[src/hdl/uart_params.svh]
`ifndef UART_PARAMS_SVH
`define UART_PARAMS_SVH

// Register map, one word per address
`define UART_REG_STATUS 2'd0
`define UART_REG_DATA 2'd1
`define UART_REG_TXDIV 2'd2
`define UART_REG_RXDIV 2'd3

// Status word bits as seen on a read
`define UART_STATUS_TX_ACTIVE 16'h0001
`define UART_STATUS_TX_COMPLETE 16'h0002
`define UART_STATUS_DATA_AVAILABLE 16'h0004
`define UART_STATUS_RX_INTERRUPT 16'h0008
`define UART_STATUS_TX_INTERRUPT 16'h0010
`define UART_STATUS_OVERRUN 16'h0020

// Interrupt enables carried by a status write
`define UART_IE_RX 16'h0001
`define UART_IE_TX 16'h0002

// Bus word and character widths
`define UART_WORD_WIDTH 16
`define UART_CHAR_WIDTH 8

// Bit period in system clocks
`define UART_RESET_DIVIDER 16'd16
`define UART_MIN_DIVIDER 16'd2

`endif

[src/hdl/uartPkg.sv]
`default_nettype none
`include "uart_params.svh"

package uartPkg;

	// Character view of a bus word
	typedef struct packed {
		logic [`UART_WORD_WIDTH-`UART_CHAR_WIDTH-1:0] reserved;
		logic [`UART_CHAR_WIDTH-1:0] character;
	} busChar_t;

	// One bus word, decoded by register address
	typedef union packed {
		busChar_t charView;
		logic [`UART_WORD_WIDTH-1:0] divider;
	} busWord_u;

	// Register block to transmitter
	typedef struct packed {
		logic start;
		logic [`UART_CHAR_WIDTH-1:0] character;
		logic [`UART_WORD_WIDTH-1:0] divider;
	} txRequest_t;

	// Transmitter back to register block
	typedef struct packed {
		logic active;
		logic done;
	} txStatus_t;

	// Receiver to register block, valid lasts one cycle
	typedef struct packed {
		logic valid;
		logic [`UART_CHAR_WIDTH-1:0] character;
	} rxChar_t;

endpackage

`default_nettype wire

[src/hdl/uart.sv]
`default_nettype none
`include "uart_params.svh"

module uart
	import uartPkg::*;
(
	input wire CLK,
	input wire reset,
	input wire [1:0] addr,
	input wire rd,
	input wire wr,
	input wire [`UART_WORD_WIDTH-1:0] din,
	output logic [`UART_WORD_WIDTH-1:0] dout,
	output logic uartInt,
	input wire rxd,
	output logic txd
);

	txRequest_t txReq;
	txStatus_t txStat;
	rxChar_t rxChar;
	logic [`UART_WORD_WIDTH-1:0] rxDivider;

	// CPU side registers and flags
	uartRegs regs (
		.CLK(CLK),
		.reset(reset),
		.addr(addr),
		.rd(rd),
		.wr(wr),
		.din(din),
		.dout(dout),
		.uartInt(uartInt),
		.txReq(txReq),
		.txStat(txStat),
		.rxDivider(rxDivider),
		.rxIn(rxChar)
	);

	// Serial line out
	uartTx tx (
		.CLK(CLK),
		.reset(reset),
		.req(txReq),
		.stat(txStat),
		.txd(txd)
	);

	// Serial line in
	uartRx rx (
		.CLK(CLK),
		.reset(reset),
		.divider(rxDivider),
		.rxd(rxd),
		.char(rxChar)
	);

endmodule

`default_nettype wire

[src/hdl/uartRegs.sv]
`default_nettype none
`include "uart_params.svh"

module uartRegs
	import uartPkg::*;
(
	input wire CLK,
	input wire reset,
	input wire [1:0] addr,
	input wire rd,
	input wire wr,
	input wire busWord_u din,
	output logic [`UART_WORD_WIDTH-1:0] dout,
	output logic uartInt,
	output txRequest_t txReq,
	input wire txStatus_t txStat,
	output logic [`UART_WORD_WIDTH-1:0] rxDivider,
	input wire rxChar_t rxIn
);

	logic [`UART_WORD_WIDTH-1:0] txDivider;
	logic [`UART_CHAR_WIDTH-1:0] rxBuffer;
	logic txActive;
	logic txComplete;
	logic dataAvailable;
	logic rxInterrupt;
	logic txInterrupt;
	logic overrun;
	logic ieRx;
	logic ieTx;
	logic [`UART_WORD_WIDTH-1:0] statusWord;
	logic [`UART_WORD_WIDTH-1:0] readWord;

	// Strobe decode
	logic wrStatus, wrData, wrTxDiv, wrRxDiv;
	logic rdStatus, rdData;

	assign wrStatus = wr && addr == `UART_REG_STATUS;
	assign wrData = wr && addr == `UART_REG_DATA;
	assign wrTxDiv = wr && addr == `UART_REG_TXDIV;
	assign wrRxDiv = wr && addr == `UART_REG_RXDIV;
	assign rdStatus = rd && addr == `UART_REG_STATUS;
	assign rdData = rd && addr == `UART_REG_DATA;

	// Short periods would break the half-bit wait in the receiver
	function automatic logic [`UART_WORD_WIDTH-1:0] clampDivider(
		input logic [`UART_WORD_WIDTH-1:0] value
	);
		return (value < `UART_MIN_DIVIDER) ? `UART_MIN_DIVIDER : value;
	endfunction

	// A data write while sending is dropped
	assign txReq = '{
		start: wrData && !txActive,
		character: din.charView.character,
		divider: txDivider
	};

	always_ff @(posedge CLK) begin
		if (reset) begin
			txDivider <= `UART_RESET_DIVIDER;
			rxDivider <= `UART_RESET_DIVIDER;
			txActive <= 1'b0;
			txComplete <= 1'b1;
			dataAvailable <= 1'b0;
			rxInterrupt <= 1'b0;
			txInterrupt <= 1'b0;
			overrun <= 1'b0;
			ieRx <= 1'b0;
			ieTx <= 1'b0;
			uartInt <= 1'b0;
		end else begin
			if (wrTxDiv)
				txDivider <= clampDivider(din.divider);
			if (wrRxDiv)
				rxDivider <= clampDivider(din.divider);
			if (wrStatus) begin
				ieRx <= |(din & `UART_IE_RX);
				ieTx <= |(din & `UART_IE_TX);
			end
			// Read side effects first so new events win
			if (rdStatus)
				txInterrupt <= 1'b0;
			if (rdData) begin
				dataAvailable <= 1'b0;
				rxInterrupt <= 1'b0;
				overrun <= 1'b0;
			end
			if (txReq.start) begin
				txActive <= 1'b1;
				txComplete <= 1'b0;
			end else if (txStat.done) begin
				txActive <= 1'b0;
				txComplete <= 1'b1;
				txInterrupt <= 1'b1;
			end
			// Unread character is overwritten
			if (rxIn.valid) begin
				dataAvailable <= 1'b1;
				rxInterrupt <= 1'b1;
				if (dataAvailable && !rdData)
					overrun <= 1'b1;
			end
			uartInt <= (rxInterrupt && ieRx) || (txInterrupt && ieTx);
		end
	end

	always_ff @(posedge CLK) begin
		if (rxIn.valid)
			rxBuffer <= rxIn.character;
	end

	always_comb begin
		statusWord = '0;
		if (txActive) statusWord |= `UART_STATUS_TX_ACTIVE;
		if (txComplete) statusWord |= `UART_STATUS_TX_COMPLETE;
		if (dataAvailable) statusWord |= `UART_STATUS_DATA_AVAILABLE;
		if (rxInterrupt) statusWord |= `UART_STATUS_RX_INTERRUPT;
		if (txInterrupt) statusWord |= `UART_STATUS_TX_INTERRUPT;
		if (overrun) statusWord |= `UART_STATUS_OVERRUN;
	end

	// Read mux, zero when the bus is not reading
	always_comb begin
		readWord = '0;
		case (addr)
			`UART_REG_STATUS: readWord = statusWord;
			`UART_REG_DATA: readWord = {{(`UART_WORD_WIDTH-`UART_CHAR_WIDTH){1'b0}}, rxBuffer};
			`UART_REG_TXDIV: readWord = txDivider;
			`UART_REG_RXDIV: readWord = rxDivider;
		endcase
	end

	assign dout = rd ? readWord : '0;

	assert property (@(posedge CLK) disable iff (reset) !(rd && wr));
	// Transmitter must be idle whenever a start goes out
	assert property (@(posedge CLK) disable iff (reset)
		txReq.start |-> !txStat.active);

endmodule

`default_nettype wire

[src/hdl/uartRx.sv]
`default_nettype none
`include "uart_params.svh"

module uartRx
	import uartPkg::*;
(
	input wire CLK,
	input wire reset,
	input wire [`UART_WORD_WIDTH-1:0] divider,
	input wire rxd,
	output rxChar_t char
);

	typedef enum logic [1:0] {
		idle,
		startBit,
		dataBits,
		stopBit
	} rxState_t;

	rxState_t state;
	logic [1:0] rxSync;
	logic rxPrev;
	logic [`UART_WORD_WIDTH-1:0] cycleCount;
	logic [2:0] bitIndex;
	logic [`UART_CHAR_WIDTH-1:0] shifter;
	logic [`UART_CHAR_WIDTH-1:0] received;
	logic valid;
	logic rxLine;
	logic fallingEdge;

	// Two flops against metastability, sync output is the line
	always_ff @(posedge CLK) begin
		if (reset) begin
			rxSync <= 2'b11;
			rxPrev <= 1'b1;
		end else begin
			rxSync <= {rxSync[0], rxd};
			rxPrev <= rxSync[1];
		end
	end

	assign rxLine = rxSync[1];
	assign fallingEdge = rxPrev && !rxLine;

	always_ff @(posedge CLK) begin
		if (reset) begin
			state <= idle;
			cycleCount <= '0;
			bitIndex <= '0;
			valid <= 1'b0;
		end else begin
			valid <= 1'b0;
			case (state)
				idle: begin
					if (fallingEdge) begin
						// Wait half a bit to land mid start bit
						cycleCount <= {1'b0, divider[`UART_WORD_WIDTH-1:1]} - 16'd1;
						state <= startBit;
					end
				end
				startBit: begin
					if (cycleCount != '0) begin
						cycleCount <= cycleCount - 16'd1;
					end else if (!rxLine) begin
						cycleCount <= divider - 16'd1;
						bitIndex <= '0;
						state <= dataBits;
					end else begin
						// Glitch, not a real start bit
						state <= idle;
					end
				end
				dataBits: begin
					if (cycleCount != '0) begin
						cycleCount <= cycleCount - 16'd1;
					end else begin
						// LSB first, so shift in from the top
						shifter <= {rxLine, shifter[`UART_CHAR_WIDTH-1:1]};
						cycleCount <= divider - 16'd1;
						bitIndex <= bitIndex + 3'd1;
						if (bitIndex == 3'd7)
							state <= stopBit;
					end
				end
				stopBit: begin
					if (cycleCount != '0) begin
						cycleCount <= cycleCount - 16'd1;
					end else begin
						// Bad stop bit drops the character
						if (rxLine) begin
							received <= shifter;
							valid <= 1'b1;
						end
						state <= idle;
					end
				end
				default: state <= idle;
			endcase
		end
	end

	assign char = '{valid: valid, character: received};

	// Frames are at least ten bits apart
	assert property (@(posedge CLK) disable iff (reset)
		char.valid |=> !char.valid);

endmodule

`default_nettype wire

[src/hdl/uartTx.sv]
`default_nettype none
`include "uart_params.svh"

module uartTx
	import uartPkg::*;
(
	input wire CLK,
	input wire reset,
	input wire txRequest_t req,
	output txStatus_t stat,
	output logic txd
);

	// Start bit, eight data bits, stop bit
	localparam int frameBits = 10;

	logic [frameBits-1:0] frame;
	logic [`UART_WORD_WIDTH-1:0] reload;
	logic [`UART_WORD_WIDTH-1:0] cycleCount;
	logic [3:0] bitsLeft;
	logic active;
	logic done;

	always_ff @(posedge CLK) begin
		if (reset) begin
			// Frame of ones keeps the line idle high
			frame <= '1;
			cycleCount <= '0;
			bitsLeft <= '0;
			active <= 1'b0;
			done <= 1'b0;
		end else begin
			done <= 1'b0;
			if (!active) begin
				if (req.start) begin
					// Stop bit on top, start bit goes out first
					frame <= {1'b1, req.character, 1'b0};
					reload <= req.divider - 16'd1;
					cycleCount <= req.divider - 16'd1;
					bitsLeft <= 4'(frameBits - 1);
					active <= 1'b1;
				end
			end else if (cycleCount != '0) begin
				cycleCount <= cycleCount - 16'd1;
			end else if (bitsLeft == '0) begin
				// Stop bit finished
				active <= 1'b0;
				done <= 1'b1;
			end else begin
				// Next bit, shifting in idle ones behind it
				frame <= {1'b1, frame[frameBits-1:1]};
				bitsLeft <= bitsLeft - 4'd1;
				cycleCount <= reload;
			end
		end
	end

	assign txd = frame[0];
	assign stat = '{active: active, done: done};

	// Done is a single pulse right after the frame
	assert property (@(posedge CLK) disable iff (reset)
		stat.done |-> $past(stat.active) && !stat.active);
	assert property (@(posedge CLK) disable iff (reset)
		stat.done |=> !stat.done);

endmodule

`default_nettype wire

[config.mk]
export PLATFORM = sky130hd
export DESIGN_NAME = uart
export DESIGN_NICKNAME = d
export VERILOG_FILES = /design/src/hdl/uartPkg.sv /design/src/hdl/uart.sv /design/src/hdl/uartRegs.sv /design/src/hdl/uartRx.sv /design/src/hdl/uartTx.sv
export VERILOG_INCLUDE_DIRS = /design/src /design/src/hdl
export SDC_FILE = /design/constraint.sdc
export NUM_CORES = 1
export LEC_CHECK = 0
export ABC_AREA = 1
export BUFFER_PORTS_ARGS = -buffer_cell sky130_fd_sc_hd__buf_2
export CAP_MARGIN = 20
export CORE_ASPECT_RATIO = 0.7
export CORE_MARGIN = 8
export CORE_UTILIZATION = 55
export CTS_CLUSTER_DIAMETER = 30
export DETAILED_ROUTE_END_ITERATION = 10
export HOLD_SLACK_MARGIN = 0.1
export PLACE_DENSITY = 0.73
export SETUP_SLACK_MARGIN = 0.05
export SYNTH_ARGS = -nofsm -noshare
export SYNTH_HDL_FRONTEND = slang
export SYNTH_SLANG_ARGS = --single-unit
[constraint.sdc]
create_clock -name CLK -period 3.3 [get_ports CLK]
set_input_delay 0.66 -clock CLK [delete_from_list [all_inputs] [get_ports CLK]]
set_output_delay 0.66 -clock CLK [all_outputs]
set_load 0.03 [all_outputs]
# ---- Word-level counts from Yosys, hierarchy flattened
# Cells that the tools add are included.
dict set report classes {
  n_eq_ne 18
  n_addsub 7
  muxes 56
  magnitude_cmp 1
  bitwise 4
  n_reduce_logical 34
}
# operator n
set op_table {}
lappend op_table {{$mux W16} 11}
lappend op_table {{$pmux W16 S4} 2}
lappend op_table {{$sub A16 B1 Y16 const B} 4}
lappend op_table {{$mux W10} 4}
lappend op_table {{$reduce_bool A16 Y1} 2}
lappend op_table {{$mux W4} 5}
lappend op_table {{$mux W1} 19}
lappend op_table {{$lt A16 B2 Y1 const B} 1}
lappend op_table {{$sub A15 B1 Y16 const B} 1}
lappend op_table {{$mux W2} 7}
lappend op_table {{$mux W3} 4}
lappend op_table {{$ne A2 B2 Y1 const B} 6}
lappend op_table {{$reduce_and A3 Y1} 4}
lappend op_table {{$logic_and A1 B1 Y1} 11}
lappend op_table {{$eq A2 B2 Y1 const B} 4}
lappend op_table {{$pmux W2 S4} 1}
lappend op_table {{$reduce_and A4 Y1} 2}
lappend op_table {{$reduce_bool A2 Y1} 4}
lappend op_table {{$mux W6} 1}
lappend op_table {{$ne A2 B1 Y1 const B} 3}
lappend op_table {{$ne A3 B3 Y1 const B} 2}
lappend op_table {{$pmux W3 S2} 1}
lappend op_table {{$reduce_or A3 Y1} 2}
lappend op_table {{$mux W5} 1}
lappend op_table {{11 further kinds} 18}
dict set report word_totals {
  wordCells 145
  inputBits 23
  register_bits 137
}

# ---- Longest topological paths before layout
dict set report depth {
  ltp_word 8
  depth_mapped 13
}

# ---- Modules after synthesis
# Synthesis repeated with hierarchy kept, for this count alone.
dict set report hier_totals {
  cells_unflattened 1208
  hier_area_um2 8315.5
}
# mod area_each_um2 n_inst seq_area_each_um2 cells_each
set modules_own_cells {}
lappend modules_own_cells {uartRx 3209.3 1 980.9 498}
lappend modules_own_cells {uartTx 3020.4 1 1101.1 439}
lappend modules_own_cells {uartRegs 2085.8 1 1041.0 271}

# ---- Worst setup path after synthesis
# Ideal clock, no wire load.
dict set report synth_timing {
  kind {input-to-output}
  startpoint {input port addr[1]}
  endpoint {output port dout[10]}
  slack_ns 0.967
  required_ns 2.640
  arrival_time_ns 1.673
  path_stages 5
  path_buffers 1
  cell_sequence {inv_1 nor2_2 clkbuf_1 nand2_1 a21oi_1}
}
dict set report synth_via {
  elab_chain_cells 3
  elab_cells_between_ends 6
  cone_classes {3 x eq/ne; 2 x mux; 1 x reduce/logical}
}
# element line_no
set synth_lines {}
lappend synth_lines {{from (decl)} uart.sv:9} ;# input wire [1:0] addr,
lappend synth_lines {{$eq A2 B2 Y1 (tied with other cells)} uartRegs.sv:126} ;# case (addr)
lappend synth_lines {{$pmux W16 S4 *} uartRegs.sv:126}
lappend synth_lines {{$mux W16 *} uartRegs.sv:134} ;# assign dout = rd ? readWord : '0;
lappend synth_lines {{to (decl)} uart.sv:13} ;# output logic [`UART_WORD_WIDTH-1:0] dout,
# Every way passes the cells marked *; elsewhere a longest branch is shown, timed or not.

# ---- Final worst setup path
dict set report layout_timing {
  startpoint {input port addr[1]}
  endpoint {output port dout[1]}
}
# Same word-level chain as after synthesis.

==> results.md <==
* Iter 0 DRT Violations at 940
* Clock skew at 0.00960 ns
* CP arrival at 1.96 ns
* Max Cap Viol at 0
* Top Usage Layer GRT: met1
* Share of cells above drive strength 1 at 0.107
* Via Count at 7,580
* DRC viols at 0
* Worst-Skew Late Latency at 0.44 ns
* Final hold slack at 0.408 ns
* GP Congestion at 0.894
* Die Area at 0.0183 mm^2
* All-Layer GR Usage at 0.242
* ANT cells at 0
* Wirelength, routed at 21,500 um
* Max-slew violations at 0
* Initial antenna violation count at 1
* Starting Density at 0.562
* Multi-input gate area at 0.00395 mm^2
* Largest net degree at the start of global routing at 62
* Antenna Nets Post-Route at 0
* CP Data Required Time at 2.64 ns
* Syn nets at 1,153
* Worst-path fanout max at 13
* Fmax at 382 MHz
* Wirelength per Cell at 15.9 um
* Nets at 1,187
* Post-Syn Area at 0.00780 mm^2
* Synth unique cells at 44
* Fin. Hold Viols at 0
* CTS tree: yes
* Postcts setup bufs at 0
* CTS clk-pin slew, worst paths at 0.06 ns
* Outcome: finished, final reports clean
* Setup crit end kind: output pin
* Num CTS Buffers at 17
* Max clock buf depth at 2
* Clk sinks at 136
* Slew headroom at 0.373
* Cell row count at 36
* Tcrit/Tclk final at 0.794
* Vert. Die Dim at 116 um
* DR vias/cell at 5.61
* Yosys top cell by area: dfxtp_1
* Area grow syn2layout at 12.0%
* Crit path kind: primary input to output pin
* Async set or reset register ratio after synthesis at 0
* Post-DP HPWL at 15,400 um
* Flops & latches, synth at 136
* GRT met1 Usage at 0.373
* Port Buffers at 40
* Peak supply drop at 0.475 mV
* Final setup vio count at 0
* IO Pins at 41
* Iteration count of the initial detailed-routing pass at 6
* CTS Hold Buffers Added at 0
* Tmin final at 2.62 ns
* Hold Crit Class: primary input to register
* Post-synthesis cell count at 1,115
* Warnings from Yosys at 0
* Prevailing post-synth register cell: dfxtp_1
* Pleak at 3.95 nW
* EDFF count, synth at 40
* Die W at 158 um
* Seq/Total Area, Yosys at 0.400
* Grt total ovfl at 0
* RSZ-0062 raised after global routing: no
* Power density over the cells at 730 mW/mm^2
* Sequential cell area at 0.00312 mm^2
* Avg Cell Area, Syn at 7.00 um^2
* Filler Cells Inserted at 1,299
* GRT met2 Usage at 0.316
* CTS H-tree depth at 4
* Root Buffer: clkbuf_16
* Core ar. at 0.0139 mm^2
* Area fraction of the dominant cell type after synthesis at 0.246
* Setup tns final at 0 ns
* Least-Margin Pin Slew at 0.932 ns
* Post-CTS sizing at 0
* M3 GR Usage at 0.0633
* Vias in the first global route at 6,781
* Startpoint types: primary input
* Top cells by area, synth: dfxtp_1, edfxtp_1, nand2_1
* First-pass GRT wire length at 34,800 um
==> cell families (layout without fill, tap and decap cells) <==
logic type | after synthesis | count (layout) | share of synthesized area
XOR/XNOR | 29 | 29 | 0.0326
buffers and inverters | 179 | 226 | 0.0933
adder cells (fa/ha/maj) | 15 | 15 | 0.0241
AND/OR/NAND/NOR | 507 | 507 | 0.277
flip-flops | 136 | 136 | 0.400
AO/OA/AOI/OAI | 249 | 249 | 0.172
==> registers in the layout (all words and copies together), names as in the netlist, 2 cells and up, named ones only <==
signal / count
rx.received: 8
tx.frame: 9
rx.cycleCount: 16
rx.shifter: 8
tx.bitsLeft: 4
regs.rxDivider: 16
rx.rxSync: 2
tx.cycleCount: 16
regs.rxBuffer: 8
rx.bitIndex: 3
tx.reload: 16
regs.txDivider: 16
==> final timing paths <==
kind	startpoint	endpoint	slack (ns)	depth (start not counted)
setup reg to reg	tx.cycleCount[0]	tx.bitsLeft[2]	0.91	10
hold reg to reg	rx.rxSync[0]	rx.rxSync[1]	0.41	1
hold / removal	rxd	rx.rxSync[0]	0.41	2
setup / recovery	addr[1]	dout[1]	0.68	9
==> power by group <==
group	internal, W	switching [W]	total [W]
Clock	0.00107	0.000854	0.00193
Sequential	0.00186	0.000173	0.00204
Combinational	0.000763	0.00165	0.00242
==> placed cells by master, fill, tap and decap left out, types with 12 or more instances in the layout <==
cell type  instances
nor2_1           116
buf_2             40
a21oi_1           98
edfxtp_1          40
o211ai_1          12
xor2_1            24
inv_1            134
nand2_1          269
o21ai_0           98
o21ai_1           20
clkbuf_16         17
nand3_1           67
buf_4             12
dfxtp_1           96
ha_1              15
==> layout make-up <==
cell class              instances  area share
clock buffers                  17      0.0487
clock inverters                15      0.0180
inverters                     141      0.0607
multi-input cells             800       0.452
flip-flops and latches        136       0.358
well taps                     190      0.0272
repair buffers                 53      0.0355
==> worst max-delay path, stage by stage <==
cell and delay, ns:
buf_2 0.13, inv_1 0.12, nor2_2 0.04, buf_4 0.18, inv_1 0.14, o21ai_0 0.11, a221oi_1 0.31, nor2_1 0.07
buf_2 0.19
==> synth_stat cells (all sizes together) (9+ instances only) <==
| cell type | instances |
|---|---|
| a21oi | 99 |
| buf | 15 |
| clkbuf | 23 |
| dfxtp | 96 |
| edfxtp | 40 |
| ha | 15 |
| inv | 137 |
| nand2 | 276 |
| nand3 | 70 |
| nor2 | 131 |
| nor3 | 9 |
| o211ai | 12 |
| o21ai | 120 |
| xor2 | 24 |
==> per-stage QoR <==
step	total power (W)	instance area, um^2	setup WS, ns	cells	util
finish	0.00638	8730	0.679	1352	0.630
global route	0.00680	8730	0.593	1352	0.630
CTS	0.00634	8730	0.713	1352	0.630
detailed placement	0.00441	8150	0.728	1320	0.588
global placement	0.00438	8150	0.756	1320	0.588
floorplan	0.00389	7800	0.967	1115	-
==> per-layer routing <==
layer,up-vias,part of all wire
li1,3717,-
met1,3470,0.50
met2,366,0.38
met3,25,0.11
met4,2,0.0099
met5,-,0.00061
Note: power is estimated with default switching activity, not from simulation.
